File: src/verilog/h80_bus_pkg.sv
`default_nettype none

package h80_bus_pkg;

   typedef logic [15:0] bus_addr_t; // Byte address
   typedef logic [15:0] bus_data_t;

   // Numbered as instruction bits 11 to 9
   typedef enum logic [2:0] {
      BUS_READ_W  = 3'd0,
      BUS_WRITE_W = 3'd1,
      BUS_READ_B  = 3'd2,
      BUS_WRITE_B = 3'd3
   } bus_cmd_t;

   localparam int mem_words = 32768;

   typedef logic [14:0] mem_index_t;

endpackage

`default_nettype wire

File: src/verilog/h80_isa_pkg.sv
`default_nettype none

package h80_isa_pkg;

   typedef logic [15:0] ins_t;
   typedef logic [15:0] reg_t;
   typedef logic [3:0]  reg_num_t;

   localparam int reg_numregs = 16;

   localparam reg_num_t reg_pc   = 4'd15;
   localparam reg_num_t reg_sp   = 4'd14;
   localparam reg_num_t reg_flag = 4'd13;

   // Bit positions in the flag register
   localparam int flag_carry    = 0;
   localparam int flag_zero     = 1;
   localparam int flag_sign     = 2;
   localparam int flag_overflow = 3;
   localparam int flag_halt     = 4;

   typedef enum logic [2:0] {
      ALU_ADD = 3'd0,
      ALU_SUB = 3'd1,
      ALU_ADC = 3'd2,
      ALU_SBC = 3'd3,
      ALU_AND = 3'd4,
      ALU_OR  = 3'd5,
      ALU_XOR = 3'd6,
      ALU_CP  = 3'd7
   } alu_op_t;

   typedef logic [3:0] alu_flags_t; // overflow, sign, zero, carry

   // Whole-word opcodes
   localparam ins_t op_nop  = 16'h0000;
   localparam ins_t op_halt = 16'h0001;
   localparam ins_t op_ret  = 16'h0002;

   // Prefixes of ins[15:4]
   localparam logic [11:0] op_push   = 12'h010;
   localparam logic [11:0] op_pop    = 12'h011;
   localparam logic [11:0] op_ld_imm = 12'h017; // Word follows the instruction
   localparam logic [11:0] op_call   = 12'h01c;

   localparam logic [9:0] op_jpn = 10'b0000_0011_00; // ins[15:6]
   localparam logic [9:0] op_jp  = 10'b0000_0011_01;

   localparam logic [3:0] op_ld_lo = 4'h1; // ins[15:12]
   localparam logic [3:0] op_ld_hi = 4'h2;
   localparam logic [3:0] op_bus   = 4'h3;

   localparam logic [6:0] op_mov_ab = 7'b0011_110; // ins[15:9], A to B
   localparam logic [6:0] op_mov_ba = 7'b0011_111; // B to A

endpackage

`default_nettype wire

File: src/verilog/h80_alu.sv
`timescale 1ns/1ns
`default_nettype none

module h80_alu (
   input  h80_isa_pkg::alu_op_t    op,
   input  h80_isa_pkg::reg_t       a,
   input  h80_isa_pkg::reg_t       b,
   input  logic                    carry_in,
   output h80_isa_pkg::reg_t       result,
   output h80_isa_pkg::alu_flags_t flags,
   output logic                    writeback
);
   import h80_isa_pkg::*;

   logic [16:0] a17;
   logic [16:0] b17;
   logic [16:0] res;
   logic        is_logic;
   logic        is_add;

   assign a17 = {1'b0, a};
   assign b17 = {1'b0, b};

   always_comb begin
      case (op)
         ALU_ADD: res = a17 + b17;
         ALU_SUB: res = a17 - b17;
         ALU_ADC: res = a17 + b17 + {16'd0, carry_in};
         ALU_SBC: res = a17 - b17 - {16'd0, carry_in};
         ALU_AND: res = a17 & b17;
         ALU_OR:  res = a17 | b17;
         ALU_XOR: res = a17 ^ b17;
         default: res = a17 - b17; // CP compares only
      endcase
   end

   assign is_logic = (op == ALU_AND) || (op == ALU_OR) || (op == ALU_XOR);
   assign is_add   = (op == ALU_ADD) || (op == ALU_ADC);

   always_comb begin
      flags[flag_carry] = is_logic ? 1'b0 : res[16];
      flags[flag_zero]  = (res[15:0] == 16'h0000);
      flags[flag_sign]  = res[15];
      if (is_logic)
         flags[flag_overflow] = ~^res[15:0]; // Even parity
      else if (is_add)
         flags[flag_overflow] = (a[15] == b[15]) && (a[15] != res[15]);
      else
         flags[flag_overflow] = (a[15] != b[15]) && (a[15] != res[15]);
   end

   assign result    = res[15:0];
   assign writeback = (op != ALU_CP);

endmodule

`default_nettype wire

File: src/verilog/h80_core.sv
`timescale 1ns/1ns
`default_nettype none

module h80_core (
   input  logic                   clk,
   input  logic                   reset,
   output h80_bus_pkg::bus_addr_t bus_addr,
   output h80_bus_pkg::bus_cmd_t  bus_cmd,
   output h80_bus_pkg::bus_data_t bus_wr_data,
   output logic                   bus_req,
   input  h80_bus_pkg::bus_data_t bus_rd_data,
   input  logic                   bus_done,
   output logic                   halted,
   output h80_isa_pkg::reg_t      pc,
   output h80_isa_pkg::reg_t      regs [h80_isa_pkg::reg_numregs]
);
   import h80_isa_pkg::*;
   import h80_bus_pkg::*;

   typedef enum logic {
      S_EXEC, // Fetched word ready, execute it
      S_BUS   // Data transfer completion
   } core_state_t;

   core_state_t state;
   reg_t        rf [reg_numregs];
   reg_num_t    rd_reg;       // Target of a bus read
   logic        busy;
   ins_t        ins;
   reg_t        pc_r;

   // Execute decode results
   reg_t       nxt_pc;
   logic       wr_en;
   reg_num_t   wr_num;
   reg_t       wr_val;
   logic       flag_en;
   reg_t       flag_val;
   logic       sp_en;
   reg_t       sp_val;
   logic       halt_set;
   logic       bus_go;
   bus_cmd_t   go_cmd;
   bus_addr_t  go_addr;
   bus_data_t  go_data;
   reg_num_t   go_reg;

   // Completion
   logic       is_read;
   reg_t       rd_val;
   bus_addr_t  fetch_addr;

   reg_t       alu_result;
   alu_flags_t alu_flags;
   logic       alu_wb;

   assign busy   = (bus_req != bus_done);
   assign ins    = bus_rd_data; // Held until the next completion
   assign pc_r   = rf[reg_pc];
   assign pc     = pc_r;
   assign halted = rf[reg_flag][flag_halt];
   assign regs   = rf;

   h80_alu u_alu (
      .op        (alu_op_t'(ins[14:12])),
      .a         (rf[ins[7:4]]),
      .b         (rf[ins[3:0]]),
      .carry_in  (rf[reg_flag][flag_carry]),
      .result    (alu_result),
      .flags     (alu_flags),
      .writeback (alu_wb)
   );

   always_comb begin
      nxt_pc   = pc_r + 16'd2;
      wr_en    = 1'b0;
      wr_num   = ins[11:8];
      wr_val   = alu_result;
      flag_en  = 1'b0;
      sp_en    = 1'b0;
      sp_val   = rf[reg_sp];
      halt_set = 1'b0;
      bus_go   = 1'b0;
      go_cmd   = BUS_READ_W;
      go_addr  = rf[reg_sp];
      go_data  = rf[ins[7:4]];
      go_reg   = ins[7:4];
      priority casez (ins)
         16'b0000_0000_0000_0001: halt_set = 1'b1;
         16'b0000_0000_0000_0010: begin // RET
            bus_go = 1'b1;
            go_reg = reg_pc;
            sp_en  = 1'b1;
            sp_val = rf[reg_sp] + 16'd2;
         end
         16'b0000_0001_0000_zzzz: begin // PUSH R
            bus_go  = 1'b1;
            go_cmd  = BUS_WRITE_W;
            go_addr = rf[reg_sp] - 16'd2;
            go_data = rf[ins[3:0]];
            sp_en   = 1'b1;
            sp_val  = rf[reg_sp] - 16'd2;
         end
         16'b0000_0001_0001_zzzz: begin // POP R
            bus_go = 1'b1;
            go_reg = ins[3:0];
            sp_en  = 1'b1;
            sp_val = rf[reg_sp] + 16'd2;
         end
         16'b0000_0001_0111_zzzz: begin // LD R,nnnn
            bus_go  = 1'b1;
            go_addr = pc_r + 16'd2;
            go_reg  = ins[3:0];
            nxt_pc  = pc_r + 16'd4;
         end
         16'b0000_0001_1100_zzzz: begin // CALL R
            bus_go  = 1'b1;
            go_cmd  = BUS_WRITE_W;
            go_addr = rf[reg_sp] - 16'd2;
            go_data = pc_r + 16'd2;       // Return address
            sp_en   = 1'b1;
            sp_val  = rf[reg_sp] - 16'd2;
            nxt_pc  = rf[ins[3:0]];
         end
         16'b0000_0011_00zz_zzzz: begin // JPN f,(R)
            if (!rf[reg_flag][ins[5:4]])
               nxt_pc = rf[ins[3:0]];
         end
         16'b0000_0011_01zz_zzzz: begin // JP f,(R)
            if (rf[reg_flag][ins[5:4]])
               nxt_pc = rf[ins[3:0]];
         end
         16'b0001_zzzz_zzzz_zzzz: begin
            wr_en  = 1'b1;
            wr_val = {rf[ins[11:8]][15:8], ins[7:0]};
         end
         16'b0010_zzzz_zzzz_zzzz: begin
            wr_en  = 1'b1;
            wr_val = {ins[7:0], rf[ins[11:8]][7:0]};
         end
         16'b0011_0zz0_zzzz_zzzz: begin // Word/byte transfer, address in B
            bus_go  = 1'b1;
            go_cmd  = bus_cmd_t'(ins[11:9]);
            go_addr = rf[ins[3:0]];
         end
         16'b0011_110z_zzzz_zzzz: begin // Move A to B
            wr_en  = 1'b1;
            wr_num = ins[3:0];
            wr_val = rf[ins[7:4]];
         end
         16'b0011_111z_zzzz_zzzz: begin // Move B to A
            wr_en  = 1'b1;
            wr_num = ins[7:4];
            wr_val = rf[ins[3:0]];
         end
         16'b1zzz_zzzz_zzzz_zzzz: begin
            wr_en   = alu_wb;
            flag_en = 1'b1;
         end
         default: ; // NOP, I/O transfers and unused codes
      endcase
      if (wr_en && wr_num == reg_pc)
         nxt_pc = wr_val;
      flag_val = (wr_en && wr_num == reg_flag) ? wr_val : rf[reg_flag];
      if (flag_en)
         flag_val[3:0] = alu_flags;
      if (halt_set)
         flag_val[flag_halt] = 1'b1;
   end

   assign is_read    = (bus_cmd == BUS_READ_W) || (bus_cmd == BUS_READ_B);
   assign rd_val     = (bus_cmd == BUS_READ_B) ? {8'h00, bus_rd_data[7:0]} : bus_rd_data;
   assign fetch_addr = (is_read && rd_reg == reg_pc) ? rd_val : pc_r;

   always_ff @(posedge clk) begin
      if (reset) begin
         for (int i = 0; i < reg_numregs; i++)
            rf[i] <= '0;
         state       <= S_BUS;       // Empty completion, then fetch at 0
         bus_cmd     <= BUS_WRITE_W;
         bus_addr    <= '0;
         bus_wr_data <= '0;
         bus_req     <= 1'b0;
         rd_reg      <= '0;
      end else if (!halted && !busy) begin
         case (state)
            S_EXEC: begin
               if (wr_en)
                  rf[wr_num] <= wr_val;
               if (sp_en)
                  rf[reg_sp] <= sp_val;
               if (flag_en || halt_set)
                  rf[reg_flag] <= flag_val;
               rf[reg_pc] <= nxt_pc;
               if (bus_go) begin
                  bus_addr    <= go_addr;
                  bus_cmd     <= go_cmd;
                  bus_wr_data <= go_data;
                  rd_reg      <= go_reg;
                  bus_req     <= ~bus_req;
                  state       <= S_BUS;
               end else if (!halt_set) begin
                  bus_addr <= nxt_pc;
                  bus_cmd  <= BUS_READ_W;
                  bus_req  <= ~bus_req;
               end
            end
            S_BUS: begin
               if (is_read)
                  rf[rd_reg] <= rd_val;
               bus_addr <= fetch_addr; // Popped value after RET
               bus_cmd  <= BUS_READ_W;
               bus_req  <= ~bus_req;
               state    <= S_EXEC;
            end
            default: state <= S_EXEC;
         endcase
      end
   end

endmodule

`default_nettype wire

File: config.mk
export PLATFORM = sky130hd
export DESIGN_NAME = h80_core
export DESIGN_NICKNAME = d
export VERILOG_FILES = /design/src/verilog/h80_bus_pkg.sv /design/src/verilog/h80_isa_pkg.sv /design/src/verilog/h80_alu.sv /design/src/verilog/h80_core.sv
export SDC_FILE = /design/constraint.sdc
export NUM_CORES = 1
export LEC_CHECK = 0
export BUFFER_PORTS_ARGS = -buffer_cell sky130_fd_sc_hd__buf_2
export CAP_MARGIN = 25
export CORE_MARGIN = 2
export CORE_UTILIZATION = 25
export DETAILED_ROUTE_END_ITERATION = 7
export GPL_TIMING_DRIVEN = 0
export PLACE_DENSITY = 0.5
export SETUP_SLACK_MARGIN = 0.3
export SLEW_MARGIN = 15
export SYNTH_ARGS = -nofsm -noshare
export SYNTH_HDL_FRONTEND = slang
export SYNTH_SLANG_ARGS = --single-unit
export TNS_END_PERCENT = 100
File: constraint.sdc
create_clock -name clk -period 7.38 [get_ports clk]
set_clock_uncertainty 0.1 [all_clocks]
set_input_delay 0 -clock clk [delete_from_list [all_inputs] [get_ports clk]]
set_output_delay 0 -clock clk [all_outputs]
set_load 0.02 [all_outputs]
==> impl_metrics.py <==
metrics = {
    "timing": {
        "finalCritPeriodShare_pct": 97.8,
        "worstMarginPinSlew_ps": 1180,
        "fin_hold_ws_ps": 170,
        "slew_headroom_pct": 21.2,
        "fin_crit_ps": 7220,
        "hold_viol": 0,
        "rsz0062_at_grt": "yes",
        "finalMaxSlewViolations": 0,
        "fmax_mhz": 139,
        "finalSetupViolations": 0,
    },
    "floorplanning": {
        "die_y_um": 327,
        "ioPinCount": 328,
        "rows": 118,
        "fp.dieW_um": 327,
        "floorplan.die_area_um2": 107000,
        "placeableCoreArea_um2": 104000,
        "start_util_pct": 25.2,
    },
    "cells_and_area": {
        "syn_to_final_growth_pct": 20.4,
        "final_nets": 3570,
        "largest_reg_flops": 239,
        "mostFrequentLayoutCells": "buf_2 (356), nor2_1 (348), o21ai_0 (307), dfxtp_1 (295), mux4_2 (241)",
        "final_common_cell": "buf_2",
        "fin_area_um2": 31500,
        "drive_above_1_share_pct": 23.4,
    },
    "power": {
        "p_sw_uw": 3370,
        "power_leakage_uw": 0.0117,
        "clkPwrFrac_pct": 28.1,
        "ir_worst_vdd_mv": 0.142,
        "power.share.sequential_pct": 26.7,
        "p_int_uw": 3850,
        "p_per_area_nw_per_um2": 230,
        "combPwrFrac_pct": 45.3,
        "p_sw_share_pct": 46.7,
    },
    "clock_tree": {
        "cts_made_buffers": 39,
        "worst_skew_pair.late_latency_ps": 590,
        "ctsHoldBuffers": 0,
        "cts_buffer_depth": 3,
        "clock-sinks": 297,
        "path_clk_slew_ps": 70,
        "cts_tree": "done",
        "cts_htree_levels": 2,
        "cts_root_buffer": "clkbuf_16",
    },
    "synthesis": {
        "synth_seq_cells": 297,
        "synth.avg_cell_area_um2": 8.48,
        "ys_seq_area_share_pct": 22.8,
        "async_flop_share_pct": 0,
        "ys_types": 92,
        "ys.flop_type": "dfxtp_1",
        "synth-edff-count": 0,
        "synth_area_um2": 26100,
        "ys.warnings.count": 0,
        "syn_nets": 3166,
        "synth_cells": 3081,
    },
    "drt": {
        "ant_nets": 0,
        "vias": 31839,
        "drt_pass1_iterations": 8,
        "wl_um": 189000,
        "drc_errors": 5,
        "post_drt_wl_per_cell_um": 38.6,
        "viasPerCell": 6.50,
        "drt-initial-drc-count": 5029,
    },
    "placement": {
        "dpl_cell_area_um2": 29900,
        "placement.io_buffers": 321,
        "place_congestion": 1.05,
        "dpl.hpwl_um": 151000,
    },
    "run_status": {
        "status": "complete, but fails checks",
        "violations": "design-rule violations",
    },
    "run": {
        "timing.max_cap.violations": 0,
    },
    "worst_setup_path": {
        "rr_startpoint": "pc[6]$_SDFFE_PP0P_",
        "ff2ff_setup_slack_ps": 240,
        "endpoint_kind": "flip-flop",
        "reg2reg_depth": 24,
        "cp_data_arrival_time_ps": 7530,
        "slowest_stage": "mux4_2",
        "cp_max_fo": 10,
        "cp.required_ps": 7690,
        "critPathLaunchType": "primary input",
        "worstReg2RegEnd": "regs[35]$_SDFFE_PP0P_",
        "max_stage_delay_ps": 720,
        "critPathKind": "primary input to flip-flop",
    },
    "min_path": {
        "whs_path_depth": 4,
        "hold_path_class": "primary input to flip-flop",
        "min_from": "bus_done",
        "holdPathEnd": "state$_SDFFE_PP1P_",
    },
    "global_routing": {
        "grt_pass1_wl_um": 252000,
        "grt_pass1_vias": 29261,
        "grt_max_degree": 12,
        "grt_remaining_overflow": 0,
        "antenna_found_initial": 16,
        "grtUsageTotal_pct": 33.9,
    },
}
-- power by group through the flow --
| stage | Sequential, uW | Combinational (uW) | Clock [uW] |
|---|---|---|---|
| 2_1_floorplan | 1970 | 1710 | 0 |
| 3_3_place_gp | 1950 | 3020 | 0 |
| 3_5_place_dp | 1950 | 3040 | 0 |
| 4_1_cts | 1920 | 3080 | 2020 |
| 5_1_grt | 1930 | 3360 | 2070 |
| 6_report | 1930 | 3270 | 2030 |
-- cell usage after synthesis (all sizes together), types with 13 or more instances --
cell type    n  share of area (%)
nor2       348                5.0
or3         22               0.53
xnor2       39                1.3
a222oi      35                1.3
a221oi     122                4.1
nand2b      25               0.60
nor4        15               0.38
dfxtp      297                 23
inv         67               0.96
o221ai      53                1.8
a32oi       13               0.44
and3        17               0.41
nor3       136                2.6
ha          64                3.1
a21oi      180                3.5
nor2b       14               0.34
xor2        34                1.1
o211ai      33               0.99
o22ai       16               0.38
buf         83                1.7
nand4       23               0.55
mux4       241                 21
clkbuf     252                3.6
and2        21               0.50
nand2      208                3.0
nand3       63                1.2
a22oi       54                1.6
mux2i       17               0.65
or2         15               0.36
a31oi       33               0.81
o31ai       18               0.59
a211oi      51                1.6
o211a       17               0.65
o21ai      314                6.0
-- logic make-up (layout without fill, tap and decap cells) --
logic type | count (synthesis) | in the layout | share of synthesized area, %
compound gates | 1040 | 1040 | 27.1
xor+xnor | 73 | 73 | 2.45
fa+ha+maj | 66 | 66 | 3.22
buf+inv | 402 | 834 | 6.25
flops | 297 | 297 | 22.8
mux | 262 | 262 | 21.6
other cells | 0 | 3 | 0
simple gates | 941 | 941 | 16.6
-- repair_timing --
| item | in CTS | in global routing |
|---|---|---|
| pin swaps | 0 | 3 |
| setup buffers | 2 | 2 |
| resized for setup | 46 | 23 |
| setup endpoints to repair | 147 | 34 |
-- critical path: cells and delay by family --
kind	cells	cell delay, ps
AOI/OAI and AO/OA	6	1560
xor gates and xnor gates	3	450
adders and majority gates	2	470
buffers and inverters	8	2130
muxes	3	1400
and+or+nand+nor	6	1480
-- metrics by stage --
step                      power, uW  std cells  TNS [ps]  utilization (%)  setup slack, ps
after global routing           7370       4895         0             30.4             18.1
after floorplan                3680       3081         0                -              921
after global placement         4970       4782   -372860             28.4            -2490
after detailed placement       4990       4816   -118430             28.8            -1600
after CTS                      7010       4887         0             30.2              302
final                          7220       4896         0             30.4              165
-- how the worst max path moves through the flow --
stage / startpoint / depth (start not counted) / slack, ps / end
floorplan: bus_rd_data[1] / 24 / 920 / regs[35]$_SDFFE_PP0P_
global placement: bus_rd_data[1] / 27 / -2490 / regs[35]$_SDFFE_PP0P_
detailed placement: bus_rd_data[5] / 27 / -1600 / regs[35]$_SDFFE_PP0P_
CTS: pc[8]$_SDFFE_PP0P_ / 22 / 300 / regs[35]$_SDFFE_PP0P_
global route: pc[6]$_SDFFE_PP0P_ / 24 / 20 / regs[35]$_SDFFE_PP0P_
finish: bus_rd_data[5] / 28 / 160 / regs[35]$_SDFFE_PP0P_
-- final cells by class --
cell class / count / area (um^2)
inverters: 67 / 251
repair buffers: 363 / 2020
clock buffers: 54 / 1080
plain buffers: 335 / 1480
flip-flops and latches: 297 / 5950
diodes: 3 / 7.51
fillers: 11349 / 72200
multi-input cells: 2382 / 18700
clock inverters: 15 / 198
well taps: 1380 / 1730
-- routing by layer --
| metal | up-vias | global-route usage [%] | part of all wire [%] |
|---|---|---|---|
| li1 | 12841 | - | - |
| met1 | 15903 | 43.7 | 38 |
| met2 | 2575 | 50.2 | 42 |
| met3 | 500 | 10.9 | 13 |
| met4 | 20 | 17.9 | 6.3 |
| met5 | - | 0 | 0.076 |
(Power assumes the default switching activity.)
